**config.mk**
```make
export PLATFORM = sky130hd
export DESIGN_NAME = blitter_top
export DESIGN_NICKNAME = d
export VERILOG_FILES = /design/src/hdl/blit_pkg.sv /design/src/hdl/flash_reader.sv /design/src/hdl/blit_sequencer.sv /design/src/hdl/tile_expander.sv /design/src/hdl/sram_writer.sv /design/src/hdl/blitter_top.sv
export SDC_FILE = /design/constraint.sdc
export NUM_CORES = 1
export LEC_CHECK = 0
export ABC_AREA = 1
export BUFFER_PORTS_ARGS = -buffer_cell sky130_fd_sc_hd__buf_2
export CORE_MARGIN = 2
export CORE_UTILIZATION = 42
export CTS_CLUSTER_SIZE = 10
export DETAILED_ROUTE_END_ITERATION = 8
export SLEW_MARGIN = 5
export SYNTH_ARGS = -nofsm -noshare
export SYNTH_HDL_FRONTEND = slang
export SYNTH_SLANG_ARGS = --single-unit
```
**constraint.sdc**
```tcl
create_clock -name clk -period 6.7 [get_ports clk]
set_input_delay 0.335 -clock clk [delete_from_list [all_inputs] [get_ports clk]]
set_output_delay 0.335 -clock clk [all_outputs]
set_load 0.01 [all_outputs]
```
**src/hdl/blit_pkg.sv**
```systemverilog
`default_nettype none

package blit_pkg;

  // ~~~~~~~~~~~~~~~~~~~~
  // Command and FSM encodings
  localparam logic [1:0] OP_CLEAR      = 2'd0;
  localparam logic [1:0] OP_BACKGROUND = 2'd1;

  localparam logic [2:0] ST_IDLE   = 3'd0;
  localparam logic [2:0] ST_CLEAR  = 3'd1;
  localparam logic [2:0] ST_FETCH  = 3'd2;
  localparam logic [2:0] ST_EXPAND = 3'd3;
  localparam logic [2:0] ST_FINISH = 3'd4;

  // ~~~~~~~~~~~~~~~~~~~~
  // Screen geometry
  localparam int SCREEN_W      = 320;
  localparam int SCREEN_H      = 240;
  localparam int PIXEL_COUNT   = SCREEN_W * SCREEN_H;
  localparam int TILE_W        = 8;
  localparam int TILES_PER_ROW = SCREEN_W / TILE_W;

  localparam int FLASH_WAIT = 3;                    // Cycles the flash needs before DQ is valid

  // Entry 15 is listed first, entry 0 last; bit 7 is the leftmost pixel
  localparam logic [15:0][7:0] TILE_PATTERNS = {
    8'h80, 8'h01, 8'hC3, 8'h3C, 8'hE7, 8'h18, 8'h7E, 8'h81,
    8'h33, 8'hCC, 8'h0F, 8'hF0, 8'h55, 8'hAA, 8'hFF, 8'h00
  };

  // RGB565 colors, again entry 15 first
  localparam logic [15:0][15:0] PALETTE = {
    16'hFFFF, 16'hC618, 16'h7BEF, 16'hF81F,
    16'h07FF, 16'hFFE0, 16'hF800, 16'h07E0,
    16'h001F, 16'hFD20, 16'h8010, 16'h0410,
    16'h8000, 16'h0400, 16'h0010, 16'h0000
  };

  localparam logic [15:0] BLACK = 16'h0000;

endpackage

`default_nettype wire

```
**src/hdl/flash_reader.sv**
```systemverilog
`timescale 1ns/1ps
`default_nettype none

module flash_reader (
  input  logic        clk,
  input  logic        reset,
  input  logic        rd_req,
  input  logic [22:0] rd_addr,
  output logic [7:0]  rd_data,
  output logic        rd_valid,
  input  logic [7:0]  FL_DQ,
  output logic [22:0] FL_ADDR,
  output logic        FL_CE_N,
  output logic        FL_OE_N,
  output logic        FL_WE_N,
  output logic        FL_RST_N,
  output logic        FL_WP_N
);

  logic       busy;                                 // A read cycle is on the pins
  logic [3:0] wait_cnt;                             // Cycles left before DQ is sampled
  logic       capture;

  assign capture = busy && (wait_cnt == 4'd0);

  // Only reads are done, so the write side of the chip stays parked
  assign FL_WE_N  = 1'b1;
  assign FL_RST_N = 1'b1;
  assign FL_WP_N  = 1'b1;

  // ~~~~~~~~~~~~~~~~~~~~
  // Read cycle control
  always_ff @(posedge clk, negedge reset) begin
    if (!reset) begin
      busy     <= 1'b0;
      wait_cnt <= 4'd0;
      rd_valid <= 1'b0;
      FL_CE_N  <= 1'b1;
      FL_OE_N  <= 1'b1;
    end else begin
      rd_valid <= 1'b0;
      if (rd_req && !busy) begin
        busy     <= 1'b1;
        wait_cnt <= 4'(blit_pkg::FLASH_WAIT - 1);
        FL_CE_N  <= 1'b0;
        FL_OE_N  <= 1'b0;
      end else if (capture) begin
        busy     <= 1'b0;                           // Byte is taken on this edge
        FL_CE_N  <= 1'b1;
        FL_OE_N  <= 1'b1;
        rd_valid <= 1'b1;
      end else if (busy) begin
        wait_cnt <= wait_cnt - 4'd1;
      end
    end
  end

  // Address and data registers
  always_ff @(posedge clk) begin
    if (rd_req && !busy) begin
      FL_ADDR <= rd_addr;
    end
    if (capture) begin
      rd_data <= FL_DQ;
    end
  end

endmodule

`default_nettype wire

```
**src/hdl/blit_sequencer.sv**
```systemverilog
`timescale 1ns/1ps
`default_nettype none

module blit_sequencer (
  input  logic        clk,
  input  logic        reset,
  input  logic [1:0]  opcode,
  input  logic [22:0] start_address,
  input  logic [22:0] end_address,
  input  logic        draw_en,
  output logic        draw_complete,
  output logic        rd_req,
  output logic [22:0] rd_addr,
  input  logic        rd_valid,
  output logic        tile_load,
  output logic [8:0]  tile_x,
  output logic [7:0]  tile_y,
  input  logic        tile_done,
  input  logic        exp_valid,
  input  logic [8:0]  exp_x,
  input  logic [7:0]  exp_y,
  input  logic [15:0] exp_color,
  output logic        pix_valid,
  output logic [8:0]  pix_x,
  output logic [7:0]  pix_y,
  output logic [15:0] pix_color
);

  logic [2:0]  state;
  logic [22:0] flash_addr;                          // Next byte to fetch
  logic [22:0] end_addr_q;
  logic        last_tile;                           // Byte being expanded is the final one
  logic        rd_issued;                           // Flash read outstanding
  logic [5:0]  slot_col;
  logic [7:0]  slot_row;
  logic [8:0]  clr_x;
  logic [7:0]  clr_y;
  logic [16:0] clr_count;
  logic        clearing;

  assign clearing = (state == blit_pkg::ST_CLEAR);

  // The next read goes out in the same cycle as tile_done, which keeps a
  // tile at FLASH_WAIT + 1 + 8 cycles
  assign rd_req  = !rd_issued && ((state == blit_pkg::ST_FETCH) ||
                   (state == blit_pkg::ST_EXPAND && tile_done && !last_tile));
  assign rd_addr = flash_addr;

  assign tile_load = rd_valid;                      // Byte goes straight to the expander
  assign tile_x    = 9'(slot_col * blit_pkg::TILE_W);
  assign tile_y    = slot_row;

  // ~~~~~~~~~~~~~~~~~~~~
  // Pixel source mux
  assign pix_valid = clearing || exp_valid;
  assign pix_x     = clearing ? clr_x : exp_x;
  assign pix_y     = clearing ? clr_y : exp_y;
  assign pix_color = clearing ? blit_pkg::BLACK : exp_color;

  // ~~~~~~~~~~~~~~~~~~~~
  // Command FSM
  always_ff @(posedge clk, negedge reset) begin
    if (!reset) begin
      state         <= blit_pkg::ST_IDLE;
      draw_complete <= 1'b0;
      rd_issued     <= 1'b0;
      last_tile     <= 1'b0;
      slot_col      <= 6'd0;
      slot_row      <= 8'd0;
      clr_x         <= 9'd0;
      clr_y         <= 8'd0;
      clr_count     <= 17'd0;
    end else begin
      draw_complete <= 1'b0;
      if (rd_req) begin
        rd_issued <= 1'b1;
      end else if (rd_valid) begin
        rd_issued <= 1'b0;
      end

      case (state)
        blit_pkg::ST_IDLE: begin
          if (draw_en) begin
            slot_col  <= 6'd0;
            slot_row  <= 8'd0;
            clr_x     <= 9'd0;
            clr_y     <= 8'd0;
            clr_count <= 17'd0;
            case (opcode)
              blit_pkg::OP_CLEAR:      state <= blit_pkg::ST_CLEAR;
              blit_pkg::OP_BACKGROUND: state <= blit_pkg::ST_FETCH;
              default:                 draw_complete <= 1'b1;    // Nothing to draw
            endcase
          end
        end
        blit_pkg::ST_CLEAR: begin
          clr_count <= clr_count + 17'd1;
          if (clr_x == 9'(blit_pkg::SCREEN_W - 1)) begin
            clr_x <= 9'd0;
            clr_y <= clr_y + 8'd1;
          end else begin
            clr_x <= clr_x + 9'd1;
          end
          if (clr_count == 17'(blit_pkg::PIXEL_COUNT - 1)) begin
            state <= blit_pkg::ST_FINISH;
          end
        end
        blit_pkg::ST_FETCH: begin
          if (rd_valid) begin
            last_tile <= (flash_addr == end_addr_q);
            state     <= blit_pkg::ST_EXPAND;
          end
        end
        blit_pkg::ST_EXPAND: begin
          if (tile_done) begin
            if (slot_col == 6'(blit_pkg::TILES_PER_ROW - 1)) begin
              slot_col <= 6'd0;                     // Wrap to the next tile row
              slot_row <= slot_row + 8'd1;
            end else begin
              slot_col <= slot_col + 6'd1;
            end
            state <= last_tile ? blit_pkg::ST_FINISH : blit_pkg::ST_FETCH;
          end
        end
        blit_pkg::ST_FINISH: begin
          draw_complete <= 1'b1;                    // Final SRAM write is on the pins now
          state         <= blit_pkg::ST_IDLE;
        end
        default: state <= blit_pkg::ST_IDLE;
      endcase
    end
  end

  // Command addresses
  always_ff @(posedge clk) begin
    if (state == blit_pkg::ST_IDLE && draw_en) begin
      flash_addr <= start_address;
      end_addr_q <= end_address;
    end else if (state == blit_pkg::ST_FETCH && rd_valid) begin
      flash_addr <= flash_addr + 23'd1;
    end
  end

endmodule

`default_nettype wire

```
**src/hdl/tile_expander.sv**
```systemverilog
`timescale 1ns/1ps
`default_nettype none

module tile_expander (
  input  logic        clk,
  input  logic        reset,
  input  logic        tile_load,
  input  logic [7:0]  tile_code,
  input  logic [8:0]  tile_x,
  input  logic [7:0]  tile_y,
  output logic        exp_valid,
  output logic [8:0]  exp_x,
  output logic [7:0]  exp_y,
  output logic [15:0] exp_color,
  output logic        tile_done
);

  logic        active;
  logic [2:0]  pix_cnt;                             // Pixel index inside the tile
  logic [7:0]  pattern_q;                           // Shifts left, bit 7 is the current pixel
  logic [15:0] color_q;
  logic [8:0]  base_x;
  logic [7:0]  base_y;

  assign exp_valid = active;
  assign exp_x     = base_x + 9'(pix_cnt);
  assign exp_y     = base_y;
  assign exp_color = pattern_q[7] ? color_q : blit_pkg::BLACK;
  assign tile_done = active && (pix_cnt == 3'd7);

  always_ff @(posedge clk, negedge reset) begin
    if (!reset) begin
      active  <= 1'b0;
      pix_cnt <= 3'd0;
    end else if (tile_load) begin
      active  <= 1'b1;
      pix_cnt <= 3'd0;
    end else if (active) begin
      pix_cnt <= pix_cnt + 3'd1;
      if (pix_cnt == 3'd7) begin
        active <= 1'b0;
      end
    end
  end

  // Tile lookup, low nibble is the pattern and high nibble the color
  always_ff @(posedge clk) begin
    if (tile_load) begin
      pattern_q <= blit_pkg::TILE_PATTERNS[tile_code[3:0]];
      color_q   <= blit_pkg::PALETTE[tile_code[7:4]];
      base_x    <= tile_x;
      base_y    <= tile_y;
    end else if (active) begin
      pattern_q <= {pattern_q[6:0], 1'b0};
    end
  end

endmodule

`default_nettype wire

```
**src/hdl/sram_writer.sv**
```systemverilog
`timescale 1ns/1ps
`default_nettype none

module sram_writer (
  input  logic        clk,
  input  logic        reset,
  input  logic        pix_valid,
  input  logic [8:0]  pix_x,
  input  logic [7:0]  pix_y,
  input  logic [15:0] pix_color,
  output logic [15:0] SRAM_DQ,
  output logic [19:0] SRAM_ADDR,
  output logic        SRAM_UB_N,
  output logic        SRAM_LB_N,
  output logic        SRAM_CE_N,
  output logic        SRAM_OE_N,
  output logic        SRAM_WE_N
);

  logic [19:0] pix_addr;

  // Row-major frame buffer, one word per pixel
  assign pix_addr = 20'(pix_y) * 20'(blit_pkg::SCREEN_W) + 20'(pix_x);

  // Writes are always full words and the SRAM is never read
  assign SRAM_UB_N = 1'b0;
  assign SRAM_LB_N = 1'b0;
  assign SRAM_OE_N = 1'b1;

  // ~~~~~~~~~~~~~~~~~~~~
  // Write strobes, one cycle per pixel
  always_ff @(posedge clk, negedge reset) begin
    if (!reset) begin
      SRAM_WE_N <= 1'b1;
      SRAM_CE_N <= 1'b1;
    end else begin
      SRAM_WE_N <= !pix_valid;
      SRAM_CE_N <= !pix_valid;
    end
  end

  always_ff @(posedge clk) begin
    if (pix_valid) begin
      SRAM_ADDR <= pix_addr;
      SRAM_DQ   <= pix_color;
    end
  end

endmodule

`default_nettype wire

```
**src/hdl/blitter_top.sv**
```systemverilog
`timescale 1ns/1ps
`default_nettype none

module blitter_top (
  input  logic        clk,
  input  logic        reset,
  input  logic [1:0]  opcode,
  input  logic [22:0] start_address,
  input  logic [22:0] end_address,
  input  logic        draw_en,
  output logic        draw_complete,
  input  logic [7:0]  FL_DQ,
  output logic [22:0] FL_ADDR,
  output logic        FL_CE_N,
  output logic        FL_OE_N,
  output logic        FL_WE_N,
  output logic        FL_RST_N,
  output logic        FL_WP_N,
  output logic [15:0] SRAM_DQ,
  output logic [19:0] SRAM_ADDR,
  output logic        SRAM_UB_N,
  output logic        SRAM_LB_N,
  output logic        SRAM_CE_N,
  output logic        SRAM_OE_N,
  output logic        SRAM_WE_N
);

  // ~~~~~~~~~~~~~~~~~~~~
  // Flash read path
  logic        rd_req;
  logic [22:0] rd_addr;
  logic [7:0]  rd_data;
  logic        rd_valid;

  // Tile path
  logic        tile_load;
  logic [8:0]  tile_x;
  logic [7:0]  tile_y;
  logic        tile_done;
  logic        exp_valid;
  logic [8:0]  exp_x;
  logic [7:0]  exp_y;
  logic [15:0] exp_color;

  // Pixel path
  logic        pix_valid;
  logic [8:0]  pix_x;
  logic [7:0]  pix_y;
  logic [15:0] pix_color;

  flash_reader u_flash_reader (
    .clk, .reset, .rd_req, .rd_addr, .rd_data, .rd_valid,
    .FL_DQ, .FL_ADDR, .FL_CE_N, .FL_OE_N, .FL_WE_N, .FL_RST_N, .FL_WP_N
  );

  blit_sequencer u_blit_sequencer (
    .clk, .reset, .opcode, .start_address, .end_address, .draw_en, .draw_complete,
    .rd_req, .rd_addr, .rd_valid,
    .tile_load, .tile_x, .tile_y, .tile_done,
    .exp_valid, .exp_x, .exp_y, .exp_color,
    .pix_valid, .pix_x, .pix_y, .pix_color
  );

  tile_expander u_tile_expander (
    .clk, .reset, .tile_load,
    .tile_code (rd_data),                           // Flash byte is the tile code
    .tile_x, .tile_y,
    .exp_valid, .exp_x, .exp_y, .exp_color, .tile_done
  );

  sram_writer u_sram_writer (
    .clk, .reset, .pix_valid, .pix_x, .pix_y, .pix_color,
    .SRAM_DQ, .SRAM_ADDR, .SRAM_UB_N, .SRAM_LB_N, .SRAM_CE_N, .SRAM_OE_N, .SRAM_WE_N
  );

endmodule

`default_nettype wire

```
# --- Word level (Yosys, flattened, before mapping) ---
# Memories as Yosys holds them, arrays and structs flattened. A register that Yosys moved wholly into a read port is not among the register bits.
# Index checks and enable logic that the tools add are counted.
word_totals:
  rom_bits: 384
  output_inout_bits: 70
  n_memories: 2
  regBits: 201
  inputBits: 59
mem_list:
  columns: ["name", "words", "width", "read_ports", "rd_ports_with_merged_regs", "write_ports", "line_no", "text"]
  rows:
  - ["(name not given)", 16, 16, 1, 1, 0, "tile_expander.sv:50", "color_q <= blit_pkg::PALETTE[tile_code[7:4]];"]
  - ["(name not given)", 16, 8, 1, 1, 0, "tile_expander.sv:49", "pattern_q <= blit_pkg::TILE_PATTERNS[tile_code[3:0]];"]
op_classes:
  n_lt_le_gt_ge: 1
  eq_ne: 18
  bitwise: 1
  n_mul: 1
  n_addsub: 10
  reduce_logical: 33
  muxes: 49
ops:
  columns: ["operator", "count"]
  rows:
  - ["8-bit 2-to-1 mux", 8]
  - ["23-bit 2-to-1 mux", 2]
  - ["17-bit case mux with 2 select lines", 1]
  - ["8-bit case mux with 2 select lines", 2]
  - ["9-bit 2-to-1 mux", 3]
  - ["23-bit by 1-bit adder with 23-bit output (second input constant)", 1]
  - ["23-bit == test", 1]
  - ["3-bit 2-to-1 mux", 7]
  - ["17-bit by 9-bit adder with 18-bit output", 1]
  - ["6-bit 2-to-1 mux", 3]
  - ["9-bit case mux with 2 select lines", 1]
  - ["17-bit by 1-bit adder with 17-bit output (second input constant)", 1]
  - ["17-bit == test (second input constant)", 1]
  - ["17-bit 2-to-1 mux", 1]
  - ["8-bit by 1-bit adder with 8-bit output (second input constant)", 2]
  - ["4-bit 2-to-1 mux", 4]
  - ["2-bit nonzero test", 7]
  - ["1-bit 2-to-1 mux", 13]
  - ["2-bit inequality test (second input constant)", 6]
  - ["3-bit case mux with 4 select lines", 1]
  - ["6-bit case mux with 2 select lines", 1]
  - ["8-bit by 3-bit multiplier with 11-bit output (second input constant)", 1]
  - ["9-bit by 1-bit adder with 9-bit output (second input constant)", 1]
  - ["9-bit by 3-bit adder with 9-bit output", 1]
  - ["other kinds (26)", 43]

# --- Longest topological paths before layout ---
logic_depth:
  word_depth: 9
  mapped_depth: 21

# --- Cells and area by module ---
# Synthesis repeated with hierarchy kept, for this count alone.
unflattened:
  cells_unflattened: 1239
  hier_area_um2: 11120.7
by_module_without_submodules:
  columns: ["module", "seq_area_each_um2", "n_inst", "area_each_um2", "cells_per_inst"]
  rows:
  - ["blit_sequencer", 2732.6, 1, 5876.9, 794]
  - ["tile_expander", 1151.1, 1, 2154.6, 228]
  - ["sram_writer", 1047.3, 1, 1776.7, 142]
  - ["flash_reader", 1107.3, 1, 1312.5, 75]

# --- Least setup slack after synthesis ---
# OpenSTA, ideal clock, no wires.
synth_path:
  path_kind: "register -> register"
  startpoint: "register u_blit_sequencer.state[2]"
  endpoint: "register u_sram_writer.SRAM_ADDR[15], data pin"
  arrival_ns: 2.819
  required_time_ns: 6.448
  setup_slack_ns: 3.628
  path_stages_with_launch: 20
  synth_period_minus_slack_ns: 3.072
  cell_sequence: "dfrtp_1 -> inv_2 -> nand2_4 -> inv_1 -> nand2_2 -> buf_6 -> buf_2 -> o21ai_0 -> ha_1 -> ha_1 -> inv_1 -> fa_1 -> nor2_1 -> nand3_1 -> nand2_1 -> nand2_1 -> nor2_1 -> nand3_1 -> nand2_1 -> nand2_1"
synth_via:
  elab_chain_cells: 4
synth_rtl:
  columns: ["item", "line_no", "text"]
  rows:
  - ["start: declaration", "blit_sequencer.sv:29", "logic [2:0] state;"]
  - ["start signal: assignment", "blit_sequencer.sv:64", "state <= blit_pkg::ST_IDLE;"]
  - ["start signal: assignment", "blit_sequencer.sv:90", "blit_pkg::OP_CLEAR: state <= blit_pkg::ST_CLEAR;"]
  - ["start signal: assignment", "blit_sequencer.sv:91", "blit_pkg::OP_BACKGROUND: state <= blit_pkg::ST_FETCH;"]
  - ["3-bit by 1-bit == test with 1-bit output *", "blit_sequencer.sv:41", "assign clearing = (state == blit_pkg::ST_CLEAR);"]
  - ["8-bit 2-to-1 mux", "blit_sequencer.sv:57", "assign pix_y = clearing ? clr_y : exp_y;"]
  - ["8-bit by 3-bit multiplier with 11-bit output", "sram_writer.sv:23", "assign pix_addr = 20'(pix_y) * 20'(blit_pkg::SCREEN_W) + 20'(pix_x);"]
  - ["17-bit by 9-bit adder with 18-bit output *", "sram_writer.sv:23", null]
  - ["via u_sram_writer.pix_addr[15]", "sram_writer.sv:20", "logic [19:0] pix_addr;"]
  - ["end signal: assignment", "sram_writer.sv:44", "SRAM_ADDR <= pix_addr;"]
  - ["end: declaration", "sram_writer.sv:12", "output logic [19:0] SRAM_ADDR,"]
# Mark *: on every way through the listed nets, which the timed path passes. The rest lies on a longest branch.
# A chain may end at the register's enable or synchronous reset.

# --- Worst setup path in the final report ---
# Same ends and word-level chain as after synthesis.

==> flow_summary_export.csv <==
group,metric,value,unit
sta,setup-violations-final,0,
synthesis,yosysTopAreaCellShare,38.7,%
clock_network,clockBufferDepth,3,
die,die_w,163,um
placed_design,preCtsSetupSlack,3050,ps
global_routing,grt_max_degree,67,
final_layout,num-fill-cells,2339,
sta,setup-tns-final,0,ps
clock_network,htree_num_levels,1,
power,p_per_area,424,nW/um^2
drt,drt_pre_antenna_iters,4,
clock_network,clock-sinks,211,
synthesis,synthMostInstantiatedCell,"sky130_fd_sc_hd__nand2_1",
sta,slew_headroom,26.6,%
critical_path,cp_launch_point,"u_blit_sequencer.state[2]$_DFFE_PN0P_",
synthesis,synthDominantAreaCellType,"sky130_fd_sc_hd__edfxtp_1",
synthesis,synth_flop_cell,"sky130_fd_sc_hd__edfxtp_1",
sta,worstMarginPinSlew,1100,ps
final_layout,fin_nets,1381,
final_layout,fin_cells,1637,
placed_design,dp.final_hpwl,14.9,mm
synthesis,syn_avg_cell_area,9.39,um^2
clock_network,clkSlewWorstSetupHoldPaths,60,ps
critical_path,worstPathMaxFanout,41,
sta,timing_hold_violations_final,0,
clock_network,clock_latency,520,ps
sta,finalWorstSetupSlack,3080,ps
sta,finalHoldWorstSlack,17.2,ps
global_routing,gr-usage-all-layers,16.3,%
clock_network,cts_root_buf,"sky130_fd_sc_hd__clkbuf_16",
drt,vias,7775,
run,timing.max_cap.violations,0,
final_layout,area_growth,18.1,%
sta,achievable-frequency,276,MHz
status,status,"complete, no violations",
power,worst_ir_drop_on_vdd,0.201,mV
synthesis,postSynthCellCount,1132,
drt,dr.first_iter.drc_count,410,
synthesis,synth-async-reset-ratio,31.3,%
critical_path,arrival,3900,ps
die,core,25000,um^2
drt,drt-vias-per-instance,4.75,
sta,rsz0062_at_grt,"false",
drt,wire_per_inst,13.3,um
die,number_of_placed_i_o_pins,129,
power,leakagePower,5.60,nW
power,finalPower,0.00533,W
global_routing,gr_ovfl_total,0,
placed_design,port-buffer-count,120,
min_path,holdCritPathClass,"primary input to async pin",
critical_path,required,6970,ps
clock_network,cts_resized,0,
synthesis,ys_seq_elements,211,
global_routing,wire_length_of_the_first_global_routing_pass,35.5,mm
die,floorplan.die_area,26600,um^2
drt,count_of_unresolved_drc_violations_after_routing,0,
sta,final.period_utilization,54.1,%
synthesis,post_synth_most_frequent_cells,"sky130_fd_sc_hd__nand2_1 (302), sky130_fd_sc_hd__edfxtp_1 (137), sky130_fd_sc_hd__inv_1 (131)",
global_routing,number_of_antenna_violations_at_the_first_check_in_global_routing,0,
critical_path,worst-setup-path-type,"flop to flop",
placed_design,globalplace.congestion,0.842,
synthesis,yosysWarningCount,0,
die,die_h,163,um
drt,drt_wl_total,21.7,mm
global_routing,grt_pass1_vias,7377,
clock_network,tritoncts,"built",
synthesis,synth.area.top_cells,"sky130_fd_sc_hd__edfxtp_1 (39%), sky130_fd_sc_hd__dfrtp_1 (15%), sky130_fd_sc_hd__nand2_1 (11%)",
synthesis,netlist-cell-type-count,42,
critical_path,end_kind,"flop",
drt,final_antenna_net_count,0,
clock_network,cts_bufs_inserted,26,
critical_path,r2r.worst_path.cells,17,
sta,finalMaxSlewViolations,0,
synthesis,syn_area,10600,um^2
synthesis,synth_edf_count,137,
critical_path,reg_to_reg_start,"u_blit_sequencer.state[2]$_DFFE_PN0P_",
sta,fin_skew,14.3,ps
die,initial_core_util,42.5,%
placed_design,dpl.cell_count,1559,
sta,post-route-min-period,3620,ps
synthesis,synth-seq-area-share,55.7,%
die,placementRows,58,
final_layout,drive_above_1_share,14.8,%
critical_path,start_kind,"flop",
clock_network,post_cts_buffers,0,
layer usage:
layer / track usage, % / share of wire (%) / vias to the layer above
met1: 22.2 / 47 / 3579
met4: 5.07 / 2.0 / 0
met3: 2.36 / 3.7 / 41
met5: 0 / 0 / -
li1: - / - / 4026
met2: 27.0 / 48 / 129
critical path, stage by stage (launching register included):
cell and delay, ps:
sky130_fd_sc_hd__dfrtp_1 420, sky130_fd_sc_hd__inv_2 130, sky130_fd_sc_hd__nand2_4 80, sky130_fd_sc_hd__inv_1 90
sky130_fd_sc_hd__nand2_2 420, sky130_fd_sc_hd__o21ai_0 500, sky130_fd_sc_hd__ha_1 310, sky130_fd_sc_hd__ha_1 230
sky130_fd_sc_hd__inv_1 70, sky130_fd_sc_hd__fa_1 420, sky130_fd_sc_hd__nor2_1 140, sky130_fd_sc_hd__nand3_1 80
sky130_fd_sc_hd__nand2_1 80, sky130_fd_sc_hd__nand2_1 50, sky130_fd_sc_hd__nor2_1 140, sky130_fd_sc_hd__nand3_1 90
sky130_fd_sc_hd__nand2_1 60, sky130_fd_sc_hd__nand2_1 40
power breakdown:
group	internal (W)	switching (W)	total, W
Combinational	0.000677	0.00129	0.00196
Clock	0.000763	0.000505	0.00127
Sequential	0.00188	0.000222	0.00210
Total	0.00331	0.00201	0.00533
area by class of cell:
type,count,area (um^2),area share (%)
Sequential cell,211,5930,47.2
Antenna cell,2,5.00,0.0399
Multi-Input combinational cell,757,3990,31.8
Tap cell,330,413,3.29
Inverter,137,519,4.13
Clock inverter,3,18.8,0.149
Timing Repair Buffer,154,931,7.41
Clock buffer,43,756,6.02
registers in the layout (all words and copies together), names as in the netlist, 9 cells and up, named ones only:
name / flops
u_blit_sequencer.end_addr_q: 23
u_blit_sequencer.rd_addr: 23
u_flash_reader.FL_ADDR: 23
u_sram_writer.SRAM_ADDR: 18
u_blit_sequencer.clr_count: 17
u_sram_writer.SRAM_DQ: 10
u_tile_expander.color_q: 10
u_blit_sequencer.clr_x: 9
worst paths after layout:
kind                            slack [ps]                                         end
worst max-delay path                  3080       u_sram_writer.SRAM_ADDR[15]$_DFFE_PN_
worst min-delay path                    20       u_blit_sequencer.clr_y[7]$_DFFE_PN0P_
worst max register to register        3080       u_sram_writer.SRAM_ADDR[15]$_DFFE_PN_
worst min register to register         480  u_tile_expander.pattern_q[0]$_SDFFCE_PN0P_
max in group asynchronous             6070      u_flash_reader.wait_cnt[1]$_DFFE_PN0P_
min in group clk                        30         u_flash_reader.rd_data[2]$_DFFE_PP_
timing repair:
item	4_1_cts	5_1_grt
hold buffers	30	0
endpoints found under the setup margin	0	0
hold endpoints to repair	30	0
per-stage QoR:
| stage | area (um^2) | utilization (%) |
|---|---|---|
| floorplan | 10700 | - |
| global placement | 11500 | 45.8 |
| finish | 12600 | 50.2 |
| detailed placement | 11500 | 45.8 |
| global route | 12600 | 50.1 |
| CTS | 12600 | 50.1 |
cells by family after synthesis:
family	count (synthesis)	synth area share, %
XOR/XNOR	52	4.28
AND/OR/NAND/NOR	528	21.8
multiplexers	1	0.0941
buffers and inverters	171	7.00
other	2	0.0706
flip-flops	211	55.7
adder cells (fa/ha/maj)	35	4.26
AO/OA/AOI/OAI	132	6.73
placed cells by master (no fill, tap or decap), drive strengths merged:
cell type	n
o21ai	100
dlygate4sd3	30
clkinv	2
o211ai	2
mux2i	1
dfrtp	64
buf	124
nor3	8
xnor2	30
nand3	83
dfxtp	8
nand2	313
ha	33
o31ai	4
clkbuf	43
o21bai	2
conb	9
a21o	1
nand3b	6
edfxtp	137
inv	138
a21oi	14
fa	2
o32ai	1
nor2	99
xor2	22
a31oi	2
dfstp	2
diode	2
o22ai	6
nand4	19
No activity file was read; power rests on OpenSTA's default activity.
